## config.mk

```make
export PLATFORM = sky130hd
export DESIGN_NAME = usb_hid_rx
export DESIGN_NICKNAME = d
export VERILOG_FILES = /design/src/verilog/usb_line_pkg.sv /design/src/verilog/hid_report_pkg.sv /design/src/verilog/usb_byte_if.sv /design/src/verilog/usb_rx_phy.sv /design/src/verilog/hid_report_decoder.sv /design/src/verilog/usb_hid_rx.sv
export SDC_FILE = /design/constraint.sdc
export NUM_CORES = 1
export LEC_CHECK = 0
export ABC_AREA = 1
export BUFFER_PORTS_ARGS = -buffer_cell sky130_fd_sc_hd__buf_2
export CAP_MARGIN = 40
export CORE_MARGIN = 3
export CORE_UTILIZATION = 59
export CTS_BUF_LIST = sky130_fd_sc_hd__clkbuf_4 sky130_fd_sc_hd__clkbuf_8
export CTS_CLUSTER_SIZE = 20
export DETAILED_ROUTE_END_ITERATION = 10
export GPL_TIMING_DRIVEN = 0
export PLACE_DENSITY = 0.83
export SYNTH_ARGS = -nofsm -noshare
export SYNTH_HDL_FRONTEND = slang
export SYNTH_HIERARCHICAL = 1
export SYNTH_SLANG_ARGS = --single-unit
export TNS_END_PERCENT = 20
```

## constraint.sdc

```tcl
create_clock -name usbclk -period 2.6 [get_ports usbclk]
set_input_delay 0.26 -clock usbclk [delete_from_list [all_inputs] [get_ports usbclk]]
set_output_delay 0.26 -clock usbclk [all_outputs]
set_load 0.02 [all_outputs]
```

## src/verilog/usb_line_pkg.sv

```systemverilog
/*
 * line level definitions for low-speed USB reception
 *   byte, payload index and byte count types
 *   sampled D+/D- line state encoding
 *   bit stuffing limit and packet framing constants
 */
package usb_line_pkg;

  typedef logic [7:0] usb_byte_t;  // one received byte
  typedef logic [2:0] byte_idx_t;  // payload byte number, 0 to 7
  typedef logic [3:0] byte_cnt_t;  // whole bytes seen in a packet, sync included

  // encoded as {D+, D-}; low speed idle J has D- high
  typedef enum logic [1:0] {
    LS_SE0 = 2'b00,  // both low, end of packet or no device
    LS_J   = 2'b01,  // D- high
    LS_K   = 2'b10,  // D+ high
    LS_SE1 = 2'b11   // illegal, ignored
  } line_state_e;

  localparam logic [2:0] STUFF_LIMIT = 3'd6;  // ones before a stuffed zero
  localparam byte_cnt_t  HDR_BYTES   = 4'd2;  // sync and pid, not delivered
  localparam byte_cnt_t  MAX_PAYLOAD = 4'd8;  // payload bytes delivered per packet

endpackage

```

## src/verilog/hid_report_pkg.sv

```systemverilog
/*
 * HID report level definitions
 *   device type enum
 *   gamepad button word and its bit positions
 *   interface descriptor byte positions and class codes
 */
package hid_report_pkg;

  typedef enum logic [1:0] {
    HID_NONE     = 2'd0,  // nothing attached or not a HID device
    HID_KEYBOARD = 2'd1,
    HID_MOUSE    = 2'd2,
    HID_GAMEPAD  = 2'd3
  } hid_type_e;

  typedef logic [9:0] game_btn_t;  // see GB_* for bit order

  // gamepad button positions
  localparam int GB_LEFT   = 0;
  localparam int GB_RIGHT  = 1;
  localparam int GB_UP     = 2;
  localparam int GB_DOWN   = 3;
  localparam int GB_A      = 4;
  localparam int GB_B      = 5;
  localparam int GB_X      = 6;
  localparam int GB_Y      = 7;
  localparam int GB_SELECT = 8;
  localparam int GB_START  = 9;

  // payload positions of the interface descriptor fields
  localparam logic [2:0] IF_CLASS_POS    = 3'd5;
  localparam logic [2:0] IF_SUBCLASS_POS = 3'd6;
  localparam logic [2:0] IF_PROTOCOL_POS = 3'd7;

  localparam logic [7:0] CLASS_HID         = 8'd3;  // bInterfaceClass
  localparam logic [7:0] SUBCLASS_BOOT     = 8'd1;  // bInterfaceSubClass
  localparam logic [7:0] PROTOCOL_KEYBOARD = 8'd1;  // bInterfaceProtocol, 2 is mouse

endpackage

```

## src/verilog/usb_byte_if.sv

```systemverilog
/*
 * received byte stream from line engine to report decoder
 *   byte strobe with data and payload index
 *   end of packet strobe and attach level
 */
`timescale 1ns/1ps

interface usb_byte_if;
  import usb_line_pkg::*;

  logic      byte_stb;   // one cycle, byte_data/byte_idx valid
  usb_byte_t byte_data;
  byte_idx_t byte_idx;   // payload position, sync/pid excluded
  logic      pkt_end;    // one cycle after SE0 sampled
  logic      connected;  // device attached

  modport source (
    output byte_stb,
    output byte_data,
    output byte_idx,
    output pkt_end,
    output connected
  );

  modport sink (
    input byte_stb,
    input byte_data,
    input byte_idx,
    input pkt_end,
    input connected
  );

endinterface

```

## src/verilog/usb_rx_phy.sv

```systemverilog
/*
 * low-speed USB receive line engine
 *   D+/D- synchronizer and line state decode
 *   bit phase recovery from line transitions
 *   NRZI decode, unstuffing, LSB first byte assembly
 *   end of packet strobe, attach/detach detection
 */
`timescale 1ns/1ps

module usb_rx_phy #(
  parameter int CLKS_PER_BIT = 8,    // 1.5 Mbit/s at 12 MHz
  parameter int ATTACH_CLKS  = 256   // steady J/SE0 for attach/detach
) (
  input  logic       usbclk,
  input  logic       usbrst_n,
  input  logic       usb_dp_i,
  input  logic       usb_dm_i,
  usb_byte_if.source bytes
);
  import usb_line_pkg::*;

  localparam int PW = (CLKS_PER_BIT > 2) ? $clog2(CLKS_PER_BIT) : 1;
  localparam int DW = (ATTACH_CLKS > 2) ? $clog2(ATTACH_CLKS) : 1;
  localparam logic [PW-1:0] HALF_LOAD = PW'(CLKS_PER_BIT / 2 - 1);  // mid-bit after edge
  localparam logic [PW-1:0] FULL_LOAD = PW'(CLKS_PER_BIT - 1);
  localparam logic [DW-1:0] DUR_MAX   = DW'(ATTACH_CLKS - 1);

  logic [1:0]    dp_sync;    // two-stage synchronizers
  logic [1:0]    dm_sync;
  line_state_e   cur_ls;     // synchronized line state
  line_state_e   prev_ls;    // state one clock ago
  line_state_e   last_smp;   // state at previous bit sample
  logic [PW-1:0] phase;      // clocks to next sample instant
  logic          line_chg;
  logic          smp_stb;
  logic          bit_ok;     // sample is a packet data bit
  logic          stuffed;    // sample is a stuffed zero
  logic          take_bit;
  logic          nrzi_bit;
  logic          in_pkt;
  logic [2:0]    ones_cnt;   // run of decoded ones
  logic [2:0]    bit_cnt;    // bits in current byte
  byte_cnt_t     byte_cnt;   // whole bytes in packet, saturating
  byte_cnt_t     pay_idx;
  logic          payload;    // current byte is delivered
  usb_byte_t     shreg;
  logic [DW-1:0] dur_cnt;    // clocks since last line change

  assign cur_ls   = line_state_e'({dp_sync[1], dm_sync[1]});
  assign line_chg = (cur_ls != prev_ls);
  assign smp_stb  = !line_chg && (phase == '0);  // an edge restarts the bit phase
  assign nrzi_bit = (cur_ls == last_smp);         // no transition is a one
  assign stuffed  = (ones_cnt == STUFF_LIMIT);
  assign bit_ok   = smp_stb && (cur_ls == LS_J || cur_ls == LS_K) &&
                    (in_pkt || (bytes.connected && cur_ls == LS_K));  // first K opens sync
  assign take_bit = bit_ok && !stuffed;
  assign pay_idx  = byte_cnt - HDR_BYTES;
  assign payload  = (byte_cnt >= HDR_BYTES) && (byte_cnt < HDR_BYTES + MAX_PAYLOAD);

  always_ff @(posedge usbclk) begin
    if (!usbrst_n) begin
      dp_sync        <= '0;
      dm_sync        <= '0;
      prev_ls        <= LS_SE0;
      last_smp       <= LS_J;
      phase          <= FULL_LOAD;
      in_pkt         <= 1'b0;
      ones_cnt       <= '0;
      bit_cnt        <= '0;
      byte_cnt       <= '0;
      bytes.byte_stb <= 1'b0;
      bytes.pkt_end  <= 1'b0;
    end else begin
      dp_sync        <= {dp_sync[0], usb_dp_i};
      dm_sync        <= {dm_sync[0], usb_dm_i};
      prev_ls        <= cur_ls;
      bytes.byte_stb <= 1'b0;  // strobes last one cycle
      bytes.pkt_end  <= 1'b0;

      if (line_chg) begin
        phase <= HALF_LOAD;
      end else if (phase == '0) begin
        phase <= FULL_LOAD;  // free run without edges
      end else begin
        phase <= phase - 1'b1;
      end

      if (smp_stb && cur_ls == LS_SE0) begin
        bytes.pkt_end <= in_pkt;  // only first SE0 sample of the packet
        in_pkt        <= 1'b0;
        ones_cnt      <= '0;
        bit_cnt       <= '0;
        byte_cnt      <= '0;
        last_smp      <= LS_J;    // EOP returns to idle J
      end else if (smp_stb && cur_ls != LS_SE1) begin
        last_smp <= cur_ls;
      end

      if (bit_ok) begin
        in_pkt <= 1'b1;
        if (stuffed) begin
          ones_cnt <= '0;  // stuffed zero, dropped
        end else begin
          ones_cnt <= nrzi_bit ? ones_cnt + 3'd1 : 3'd0;
          bit_cnt  <= bit_cnt + 3'd1;
          if (bit_cnt == 3'd7) begin
            bytes.byte_stb <= payload;  // crc and extra bytes dropped
            if (byte_cnt != '1) begin
              byte_cnt <= byte_cnt + 4'd1;
            end
          end
        end
      end
    end
  end

  // data path, qualified by byte_stb
  always_ff @(posedge usbclk) begin
    if (take_bit) begin
      shreg <= {nrzi_bit, shreg[7:1]};  // LSB first
    end
    if (take_bit && bit_cnt == 3'd7) begin
      bytes.byte_data <= {nrzi_bit, shreg[7:1]};
      bytes.byte_idx  <= pay_idx[2:0];
    end
  end

  // attach after steady J, detach after steady SE0
  always_ff @(posedge usbclk) begin
    if (!usbrst_n) begin
      dur_cnt         <= '0;
      bytes.connected <= 1'b0;
    end else begin
      if (line_chg) begin
        dur_cnt <= '0;
      end else if (dur_cnt != DUR_MAX) begin
        dur_cnt <= dur_cnt + 1'b1;
      end
      if (dur_cnt == DUR_MAX && cur_ls == LS_J) begin
        bytes.connected <= 1'b1;
      end else if (dur_cnt == DUR_MAX && cur_ls == LS_SE0) begin
        bytes.connected <= 1'b0;
      end
    end
  end

  // data bits and EOP never share a sample
  a_stb_not_end: assert property (@(posedge usbclk) disable iff (!usbrst_n)
    !(bytes.byte_stb && bytes.pkt_end));

  // packets are only opened while attached
  a_stb_connected: assert property (@(posedge usbclk) disable iff (!usbrst_n)
    bytes.byte_stb |-> bytes.connected);

endmodule

```

## src/verilog/hid_report_decoder.sv

```systemverilog
/*
 * HID report interpreter
 *   device type from interface descriptor class fields
 *   keyboard, mouse and gamepad report field decode
 *   report pulse, mouse motion clear, type clear on detach
 */
`timescale 1ns/1ps

module hid_report_decoder (
  input  logic                      usbclk,
  input  logic                      usbrst_n,
  input  logic                      desc_sel_i,  // current packets are descriptors
  usb_byte_if.sink                  bytes,
  output hid_report_pkg::hid_type_e typ_o,
  output logic                      report_o,
  output usb_line_pkg::usb_byte_t   key_mod_o,
  output usb_line_pkg::usb_byte_t   key1_o,
  output usb_line_pkg::usb_byte_t   key2_o,
  output usb_line_pkg::usb_byte_t   key3_o,
  output usb_line_pkg::usb_byte_t   key4_o,
  output usb_line_pkg::usb_byte_t   mouse_btn_o,
  output usb_line_pkg::usb_byte_t   mouse_dx_o,   // signed, zeroed after report
  output usb_line_pkg::usb_byte_t   mouse_dy_o,
  output hid_report_pkg::game_btn_t game_btn_o
);
  import usb_line_pkg::*;
  import hid_report_pkg::*;

  usb_byte_t if_class;     // captured descriptor fields
  usb_byte_t if_subclass;
  usb_byte_t if_protocol;
  hid_type_e desc_typ;
  usb_byte_t d;
  logic      rpt_stb;
  logic      desc_stb;
  logic      pad_valid;    // gamepad record not marked irrelevant

  // axis pair from a low/high extreme, else unchanged
  function automatic logic [1:0] axis_dir(input logic lo, input logic hi,
                                          input logic [1:0] keep);
    logic [1:0] res;
    res = keep;
    if (lo) begin
      res = 2'b01;  // left or up
    end else if (hi) begin
      res = 2'b10;  // right or down
    end
    return res;
  endfunction

  assign d        = bytes.byte_data;
  assign rpt_stb  = bytes.byte_stb && !desc_sel_i;
  assign desc_stb = bytes.byte_stb && desc_sel_i;

  always_comb begin
    if (if_class != CLASS_HID) begin
      desc_typ = HID_NONE;
    end else if (if_subclass != SUBCLASS_BOOT) begin
      desc_typ = HID_GAMEPAD;  // non-boot HID taken as gamepad
    end else if (if_protocol == PROTOCOL_KEYBOARD) begin
      desc_typ = HID_KEYBOARD;
    end else begin
      desc_typ = HID_MOUSE;
    end
  end

  always_ff @(posedge usbclk) begin
    if (!usbrst_n) begin
      typ_o       <= HID_NONE;
      report_o    <= 1'b0;
      if_class    <= '0;
      if_subclass <= '0;
      if_protocol <= '0;
    end else begin
      report_o <= bytes.pkt_end && !desc_sel_i && (typ_o != HID_NONE);
      if (!bytes.connected) begin
        typ_o <= HID_NONE;  // detached
      end else if (bytes.pkt_end && desc_sel_i) begin
        typ_o <= desc_typ;
      end
      if (desc_stb) begin
        case (bytes.byte_idx)
          IF_CLASS_POS:    if_class    <= d;
          IF_SUBCLASS_POS: if_subclass <= d;
          IF_PROTOCOL_POS: if_protocol <= d;
          default: ;
        endcase
      end
    end
  end

  always_ff @(posedge usbclk) begin
    if (!usbrst_n) begin
      key_mod_o   <= '0;
      key1_o      <= '0;
      key2_o      <= '0;
      key3_o      <= '0;
      key4_o      <= '0;
      mouse_btn_o <= '0;
      mouse_dx_o  <= '0;
      mouse_dy_o  <= '0;
      game_btn_o  <= '0;
      pad_valid   <= 1'b0;
    end else begin
      if (report_o) begin
        mouse_dx_o <= '0;  // motion is relative
        mouse_dy_o <= '0;
      end
      if (rpt_stb && typ_o == HID_KEYBOARD) begin
        case (bytes.byte_idx)
          3'd0: key_mod_o <= d;
          3'd2: key1_o    <= d;  // byte 1 reserved
          3'd3: key2_o    <= d;
          3'd4: key3_o    <= d;
          3'd5: key4_o    <= d;
          default: ;
        endcase
      end
      if (rpt_stb && typ_o == HID_MOUSE) begin
        case (bytes.byte_idx)
          3'd0: mouse_btn_o <= d;
          3'd1: mouse_dx_o  <= d;
          3'd2: mouse_dy_o  <= d;
          default: ;
        endcase
      end
      if (rpt_stb && typ_o == HID_GAMEPAD) begin
        case (bytes.byte_idx)
          3'd0: begin
            pad_valid <= (d[1:0] != 2'b10);  // 2 marks an adapter side record
            if (d[1:0] != 2'b10) begin
              game_btn_o[GB_RIGHT:GB_LEFT] <= axis_dir(d == 8'h00, d == 8'hff, 2'b00);
              game_btn_o[GB_DOWN:GB_UP]    <= 2'b00;
            end
          end
          3'd1: game_btn_o[GB_DOWN:GB_UP] <=
                  axis_dir(d == 8'h00, d == 8'hff, game_btn_o[GB_DOWN:GB_UP]);
          3'd3: if (pad_valid) begin
            game_btn_o[GB_RIGHT:GB_LEFT] <=
              axis_dir(d[7:6] == 2'b00, d[7:6] == 2'b11, game_btn_o[GB_RIGHT:GB_LEFT]);
          end
          3'd4: if (pad_valid) begin
            game_btn_o[GB_DOWN:GB_UP] <=
              axis_dir(d[7:6] == 2'b00, d[7:6] == 2'b11, game_btn_o[GB_DOWN:GB_UP]);
          end
          3'd5: if (pad_valid) begin
            game_btn_o[GB_X] <= d[4];  // buttons YBAX in high nibble
            game_btn_o[GB_A] <= d[5];
            game_btn_o[GB_B] <= d[6];
            game_btn_o[GB_Y] <= d[7];
          end
          3'd6: if (pad_valid) begin
            game_btn_o[GB_SELECT] <= d[4];
            game_btn_o[GB_START]  <= d[5];
          end
          default: ;
        endcase
      end
    end
  end

  // pkt_end is a single strobe per packet
  a_report_pulse: assert property (@(posedge usbclk) disable iff (!usbrst_n)
    report_o |=> !report_o);

  // type reads none while detached, after the first cycle of detach
  a_type_detach: assert property (@(posedge usbclk) disable iff (!usbrst_n)
    !bytes.connected && !$fell(bytes.connected) |-> typ_o == HID_NONE);

endmodule

```

## src/verilog/usb_hid_rx.sv

```systemverilog
/*
 * low-speed USB HID report receiver, top level
 *   byte stream interface instance
 *   line engine and report decoder instances
 */
`timescale 1ns/1ps

module usb_hid_rx #(
  parameter int CLKS_PER_BIT = 8,    // 12 MHz clock, 1.5 Mbit/s line
  parameter int ATTACH_CLKS  = 256
) (
  input  logic                      usbclk,
  input  logic                      usbrst_n,
  input  logic                      usb_dp_i,
  input  logic                      usb_dm_i,
  input  logic                      desc_sel_i,
  output logic                      connected_o,
  output hid_report_pkg::hid_type_e typ_o,
  output logic                      report_o,
  output usb_line_pkg::usb_byte_t   key_mod_o,
  output usb_line_pkg::usb_byte_t   key1_o,
  output usb_line_pkg::usb_byte_t   key2_o,
  output usb_line_pkg::usb_byte_t   key3_o,
  output usb_line_pkg::usb_byte_t   key4_o,
  output usb_line_pkg::usb_byte_t   mouse_btn_o,
  output usb_line_pkg::usb_byte_t   mouse_dx_o,
  output usb_line_pkg::usb_byte_t   mouse_dy_o,
  output hid_report_pkg::game_btn_t game_btn_o
);

  usb_byte_if u_bytes ();  // phy to decoder byte stream

  usb_rx_phy #(
    .CLKS_PER_BIT (CLKS_PER_BIT),
    .ATTACH_CLKS  (ATTACH_CLKS)
  ) u_phy (
    .usbclk   (usbclk),
    .usbrst_n (usbrst_n),
    .usb_dp_i (usb_dp_i),
    .usb_dm_i (usb_dm_i),
    .bytes    (u_bytes.source)
  );

  hid_report_decoder u_dec (
    .usbclk      (usbclk),
    .usbrst_n    (usbrst_n),
    .desc_sel_i  (desc_sel_i),
    .bytes       (u_bytes.sink),
    .typ_o       (typ_o),
    .report_o    (report_o),
    .key_mod_o   (key_mod_o),
    .key1_o      (key1_o),
    .key2_o      (key2_o),
    .key3_o      (key3_o),
    .key4_o      (key4_o),
    .mouse_btn_o (mouse_btn_o),
    .mouse_dx_o  (mouse_dx_o),
    .mouse_dy_o  (mouse_dy_o),
    .game_btn_o  (game_btn_o)
  );

  assign connected_o = u_bytes.connected;  // attach level from phy

endmodule

```

==> metrics.md, run 1 <==
| Metric | Value |
|---|---|
| Status | finished clean |
| Reg with most FFs | u_dec/game_btn_o |
| Leading area contributor after synthesis | dfxtp_1 |
| DR iter-0 viols | slightly below 400 |
| Mapped Area | roughly 6000 um^2 |
| TritonCTS clock tree | done |
| Port bufs | 81 |
| Clock power frac | 0.424 |
| Simple-gate area share of the yosys netlist | 0.194 |
| Die height | around 110 um |
| Slew HR | 0.677 |
| Post-synthesis mux area share | 0 |
| Period utilization | 0.757 |
| CTS root buffer | clkbuf_8 |
| Worst Setup Start Kind | flip-flop |
| Initial antenna violation count | 0 |
| CP arrival | around 2.4 ns |
| Number of max-cap violations | 0 |
| CTS Buf Count | 17 |
| Placement Setup Slack | 0.332 ns |
| Post-synth top area share | 0.441 |
| Met1 Wirelength | 6010 um |
| CTS clk-pin slew, worst paths | 0.09 ns |
| Hpwl dp | around 10000 um |
| GRT Total Usage | 0.261 |
| Max Clock Skew | a little under 0.01 ns |
| Final Hold Viols | 0 |
| Reg power frac | 0.555 |
| Via-to-Cell Ratio | 5.46 |
| Worst Slack Setup Final | between 0.6 and 0.7 ns |
| Yosys cell types | 34 |
| Area of the multi-input gates | ~2500 um^2 |
| Area grow syn2layout | 16.3% |
| Max FFs per register | 10 |
| Final TNS setup | 0 ns |
| Worst skew pair latency | around 0.44 ns |
| Sequential element share of the synthesized area | 0.529 |
| Initial Util | 0.616 |
| Largest net degree at the start of global routing | 17 |
| Highest routed layer | met4 |
| Power density cells | 607 nW/um^2 |
| Fill cells | approximately 780 |
| Die X | 108 um |
| Leak | around 3.1 nW |
| Top_reg_cell synth | dfxtp_1 |
| Fmax achieved | about 510 MHz |
| CP Capture Type | flip-flop |
| Longest Clk Path Bufs | 2 |
| Leading cell types by count after synthesis | dfxtp_1, a21oi_1, nand2_1 |
| Syn Area/Cell | between 8 and 9 um^2 |
| Die area | between 10000 and 15000 um^2 |
| Worst Setup Path Type | reg2reg |
| VDD IR-drop max | about 0.40 mV |
| Register Area | 3240 um^2 |
| Wirelength per Cell | 15.0 um |
| Synth Net Count | about 740 |
| Dominant cells by area after synthesis | dfxtp_1, a21oi_1, edfxtp_1 |
| Post-CTS Setup Bufs | 0 |
| Met2 wire len | approximately 7000 um |
| Post-synthesis compound-gate area fraction | 0.171 |
| GP Congestion | roughly 0.9 |
| Via count | 5306 |
| Clock sinks | between 150 and 200 |
| Layout cell share with drive strength beyond 1 | 0.203 |
| # IOs | 83 |
| Htree depth | 4 |
| DRT Pass-1 Iters | 5 |
| WL final | approximately 15000 um |
| WL met3 | approximately 1100 um |
| Drc violations | 0 |
| Layout Nets | between 800 and 900 |
| WP data required | 2.98 ns |
| ANT nets after route | 0 |
| Final setup violation count | 0 |
| Unrepaired setup endpoints after global routing | false |
| P_int | 3.32 mW |
| Core outline area | roughly 10000 um^2 |
| Post-synth EDFFs | 18 |
| Ant. Diodes | 0 |
| Switching pwr | roughly 1 mW |
| Max Transition Viols Final | 0 |
| Post-synth ARST share | 0 |
| Combinational fraction of design power | 0.021 |
| Std cell rows | 36 |
| Synth warnings | 6 |
| Post-CTS Resized | 0 |
| Hold Path Class | in2reg |
| Mapped Cells | between 700 and 800 |
| Most common cell in the netlist | dfxtp_1 |
| Hold Buf Count CTS | 1 |
| Tmin final | between 1.5 and 2 ns |
| Worst slew pin tran | around 0.48 ns |
| First-pass GRT wire length | 24000 um |
| Xor/xnor cell area share of the yosys netlist | 0.0100 |
| Vias in the first global route | 4998 |
| Sw Share | 0.232 |
| Adder-cell share of the synthesized area | 0.0326 |
| Register bit count reported by yosys | approximately 150 |
| Grt total ovfl | 0 |
| Largest family of logic cells by synthesized area | simple AND/OR/NAND/NOR gates |
| Worst-path fanout max | 10 |
[logic make-up (layout without fill, tap and decap cells)]
family                   after synthesis  in the layout
AND/OR/NAND/NOR                      248            248
AO/OA/AOI/OAI                        209            209
flip-flops                           153            153
buffers and inverters                 90            205
adder cells (fa/ha/maj)               16             16
XOR/XNOR                               7              7
[critical path, cell delays in order (launching register included)]
cell and delay, ns:
edfxtp_1 0.51, inv_2 0.28, ha_1 0.29, nor2_1 0.14, a21oi_1 0.08, nor2_1 0.20
nand2_1 0.13, nand2_1 0.10, nand2_1 0.06, nor2_1 0.11
[placed cells by master (no fill, tap or decap), types with 2 or more instances in the layout]
master / netlist / routed
a21oi_1: 109 / 109
buf_2: 4 / 85
nor2_4: 10 / 10
nand3_1: 25 / 25
edfxtp_1: 18 / 18
o21ai_0: 83 / 83
clkinvlp_4: 0 / 2
inv_1: 50 / 50
xnor2_1: 5 / 5
nor2_1: 77 / 77
o22ai_1: 2 / 2
clkbuf_8: 0 / 18
nand3b_1: 4 / 4
ha_1: 16 / 16
clkbuf_1: 12 / 12
a31oi_1: 2 / 2
o21ai_1: 13 / 13
nor3_2: 3 / 3
buf_6: 3 / 3
nand2_2: 5 / 5
nor3_1: 5 / 5
xor2_1: 2 / 2
nand2_4: 2 / 2
bufinv_16: 0 / 2
buf_4: 6 / 7
inv_6: 0 / 4
clkinv_4: 0 / 4
inv_2: 10 / 10
nand3_4: 2 / 2
nor2_2: 7 / 7
nand2_1: 102 / 102
clkinv_1: 5 / 5
dfxtp_1: 135 / 135
[final timing paths]
path                                               start             endpoint  slack [ns]  cells past startpoint
worst max-delay path            u_phy/bytes.byte_data[6]  u_dec/game_btn_o[2]        0.63                      9
worst min-delay path                            usb_dm_i     u_phy/dm_sync[0]        0.01                      3
worst max register to register  u_phy/bytes.byte_data[6]  u_dec/game_btn_o[2]        0.63                      9
worst min register to register            u_phy/phase[0]       u_phy/phase[0]        0.40                      1
[power groups by stage]
stage,Clock (mW),Sequential (mW),Combinational [mW]
final,1.84,2.40,0.0888
after CTS,1.86,2.40,0.0885
after global placement,0,2.46,0.0820
after detailed placement,0,2.46,0.0864
after global routing,1.97,2.40,0.101
after floorplan,0,2.45,0.0632
[metrics by stage]
step	total power [mW]	instances	utilization	area [um^2]	hold WS, ns
after floorplan	2.52	723	-	6130	0.358
after global placement	2.54	937	0.673	6700	0.374
after detailed placement	2.54	937	0.673	6700	0.383
after CTS	4.35	970	0.716	7120	0.00161
after global routing	4.47	971	0.716	7130	0.00149
final	4.33	971	0.716	7130	0.00973
[final cells by class]
class,count,area share
plain buffers,25,0.0202
clock buffers,18,0.0347
clock inverters,14,0.0228
inverters,65,0.0342
multi-input cells,480,0.351
flip-flops and latches,153,0.455
well taps,133,0.0233
repair buffers,83,0.0593
[routing by layer]
metal,vias to the layer above,GRT usage
li1,2610,-
met1,2447,0.328
met2,224,0.439
met3,25,0.0645
met4,0,0.0911
met5,-,0
Power figures use the tool's default switching activity.
==> run 2, diff against run 1 <==
==> constraint.sdc (replaced) <==
create_clock -name usbclk -period 2.05 [get_ports usbclk]
set_input_delay 0.205 -clock usbclk [delete_from_list [all_inputs] [get_ports usbclk]]
set_output_delay 0.205 -clock usbclk [all_outputs]
set_load 0.02 [all_outputs]
==> run 2 against run 1 <==
Effect of this change: sequential power rose by 27%; register-to-register slack got worse by 0.50 ns; wire length rose by 0.62%; sequential share of layout area fell by 0.17 points.
==> metrics.md, run 2 (synthesized netlist as in run 1, its figures left out) <==
| Metric | Value |
|---|---|
| Status | finished clean (unchanged) |
| Fmax achieved | 520 MHz (was 508 MHz) |
| Critical path depth | 9 (unchanged) |
| # IOs | 83 (unchanged) |
| Worst slew pin tran | 0.501 ns (was 0.482 ns) |
| Layout Nets | 848 (was 846) |
| Final TNS setup | 0 ns (unchanged) |
| Total power | 5.49 mW (was 4.33 mW) |
| Initial antenna violation count | 0 (unchanged) |
| Worst skew pair latency | 0.45 ns (was 0.44 ns) |
| DR iter-0 viols | 457 (was 388) |
| WHS | 0.115 ns (was 0.00973 ns) |
| Largest stage delay on the critical path | 0.54 ns (was 0.51 ns) |
| Port bufs | 81 (unchanged) |
| Via-to-Cell Ratio | 5.49 (was 5.46) |
| Period utilization | 0.937 (was 0.757) |
| CTS clk-pin slew, worst paths | 0.09 ns (about the same) |
| Most frequent cells in the layout | dfxtp_1, a21oi_1, nand2_1 (unchanged) |
| Switching pwr | 1.28 mW (was 1.00 mW) |
| Htree depth | 4 (unchanged) |
| Longest Clk Path Bufs | 2 (unchanged) |
| Reg power frac | 0.555 (about the same) |
| WP data required | 2.43 ns (was 2.98 ns) |
| Clock power frac | 0.424 (about the same) |
| Hpwl dp | 10200 um (unchanged) |
| Final setup violation count | 0 (unchanged) |
| Vias in the first global route | 5010 (was 4998) |
| Die height | 108 um (unchanged) |
| Worst R2R Start | u_phy/bytes.byte_data[6] (unchanged) |
| CP arrival | 2.31 ns (was 2.35 ns) |
| Post-Place Cells | 937 (unchanged) |
| Power density cells | 767 nW/um^2 (was 607 nW/um^2) |
| Worst Setup Path Type | reg2reg (unchanged) |
| Reg with most FFs | u_dec/game_btn_o (unchanged) |
| Sw Share | 0.232 (about the same) |
| Max Clock Skew | 0.0105 ns (was 0.00989 ns) |
| TritonCTS clock tree | done (unchanged) |
| Tmin final | 1.92 ns (was 1.97 ns) |
| Die area | 11700 um^2 (unchanged) |
| Area grow syn2layout | 16.8% (was 16.3%) |
| Clock sinks | 153 (unchanged) |
| Wirelength per Cell | 15.0 um (about the same) |
| Hold Path Stages | 4 (was 3) |
| VDD IR-drop max | 0.509 mV (was 0.404 mV) |
| Via count | 5343 (was 5306) |
| Placement Setup Slack | -0.218 ns (was 0.332 ns) |
| GP Congestion | 0.903 (unchanged) |
| First-pass GRT wire length | 24000 um (about the same) |
| CP Capture Type | flip-flop (unchanged) |
| Leak | 3.17 nW (was 3.13 nW) |
| Cells along the critical path | inv_4 -> ha_1 -> nor2_1 -> a21oi_1 -> nor2_1 -> nand2_1 -> nand2_1 -> nand2_1 -> nor2_1 (was inv_2 -> ha_1 -> nor2_1 -> a21oi_1 -> nor2_1 -> nand2_1 -> nand2_1 -> nand2_1 -> nor2_1) |
| Die X | 108 um (unchanged) |
| Drc violations | 0 (unchanged) |
| CTS Buf Count | 17 (unchanged) |
| Combinational fraction of design power | 0.021 (about the same) |
| R2R depth | 9 (unchanged) |
| Unrepaired setup endpoints after global routing | false (unchanged) |
| Reg-to-Reg End | u_dec/game_btn_o[2] (unchanged) |
| Number of max-cap violations | 0 (unchanged) |
| Setup crit start | u_phy/bytes.byte_data[6] (unchanged) |
| Commonest non-fill, non-tap cell in the layout | dfxtp_1 (unchanged) |
| Worst Setup Start Kind | flip-flop (unchanged) |
| DRT Pass-1 Iters | 5 (unchanged) |
| CP top delay family | simple AND/OR/NAND/NOR gates (unchanged) |
| CP bufs+invs | 1 (unchanged) |
| Post-route insts no fill | 973 (was 971) |
| Grt total ovfl | 0 (unchanged) |
| Initial Util | 0.616 (unchanged) |
| Worst-path fanout max | 10 (unchanged) |
| CTS root buffer | clkbuf_8 (unchanged) |
| ANT nets after route | 0 (unchanged) |
| Std cell rows | 36 (unchanged) |
| Layout cell share with drive strength beyond 1 | 0.205 (was 0.203) |
| Worst Slack Setup Final | 0.128 ns (was 0.631 ns) |
| Slew HR | 0.664 (was 0.677) |
| Ant. Diodes | 0 (unchanged) |
| Worst setup path end | u_dec/game_btn_o[2] (unchanged) |
| Hold Path Class | in2reg (unchanged) |
| Max FFs per register | 10 (unchanged) |
| Max Transition Viols Final | 0 (unchanged) |
| Largest net degree at the start of global routing | 17 (unchanged) |
| Final Hold Viols | 0 (unchanged) |
| R2r setup slk | 0.13 ns (was 0.63 ns) |
| Critical-path top delay cell | edfxtp_1 (unchanged) |
| WL final | 14600 um (was 14500 um) |
| GRT Total Usage | 0.261 (about the same) |
| Core outline area | 9950 um^2 (unchanged) |
| P_int | 4.21 mW (was 3.32 mW) |
run 2: cell types whose count changed in the layout (fill, tap and decap cells not counted):
cell	previous run	this run
inv_2	10	8
dlygate4sd3_1	1	2
buf_4	7	8
dfxtp_2	0	1
dfxtp_1	135	134
nor3_2	3	2
inv_4	1	3
nor3_4	0	1
run 2: repair_timing:
item / 4_1_cts / 5_1_grt
hold endpoints to repair: 2 / 0
pin swaps: 0 / 1
resized for setup: 1 / 3
endpoints found under the setup margin: 12 / 20
hold buffers: 2 / 0
setup buffers: 0 / 2
run 2: cell type report:
class / instances / area, um^2
well taps: 133 / 166
clock inverters: 14 / 163
fillers: 769 / 2790
multi-input cells: 480 / 2510
flip-flops and latches: 153 / 3240
clock buffers: 18 / 248
repair buffers: 85 / 440
inverters: 65 / 249
plain buffers: 25 / 144
run 2: worst reg2reg max path, cell delays in order, from the launching register on:
cell      delay [ns]
edfxtp_1        0.54
inv_4           0.22
ha_1            0.26
nor2_1          0.14
a21oi_1         0.08
nor2_1          0.20
nand2_1         0.14
nand2_1         0.11
nand2_1         0.06
nor2_1          0.11
run 2: worst min path at each step:
stage	slack [ns]	start	endpoint
detailed placement	0.38	u_phy/phase[0]	u_phy/phase[0]
global route	0.11	desc_sel_i	u_dec/report_o
floorplan	0.30	usb_dm_i	u_phy/dm_sync[0]
finish	0.12	desc_sel_i	u_dec/report_o
CTS	0.09	desc_sel_i	u_dec/report_o
global placement	0.37	u_phy/phase[0]	u_phy/phase[0]
run 2: routing by layer:
metal / share of wire / track usage
met5: 0 / 0
met4: 0.018 / 0.0911
met3: 0.076 / 0.0645
met2: 0.49 / 0.441
met1: 0.41 / 0.328
run 2: metrics by stage:
step	instance area, um^2	utilization
finish	7160	0.719
global route	7160	0.719
CTS	7140	0.717
detailed placement	6700	0.673
global placement	6700	0.673
floorplan	6130	-
run 2: power by group through the flow:
| stage | registers, mW | clock network (mW) | logic, mW |
|---|---|---|---|
| after global routing | 3.05 | 2.49 | 0.130 |
| after CTS | 3.05 | 2.35 | 0.114 |
| after detailed placement | 3.12 | 0 | 0.110 |
| after floorplan | 3.11 | 0 | 0.0802 |
| after global placement | 3.11 | 0 | 0.104 |
| final | 3.05 | 2.33 | 0.115 |
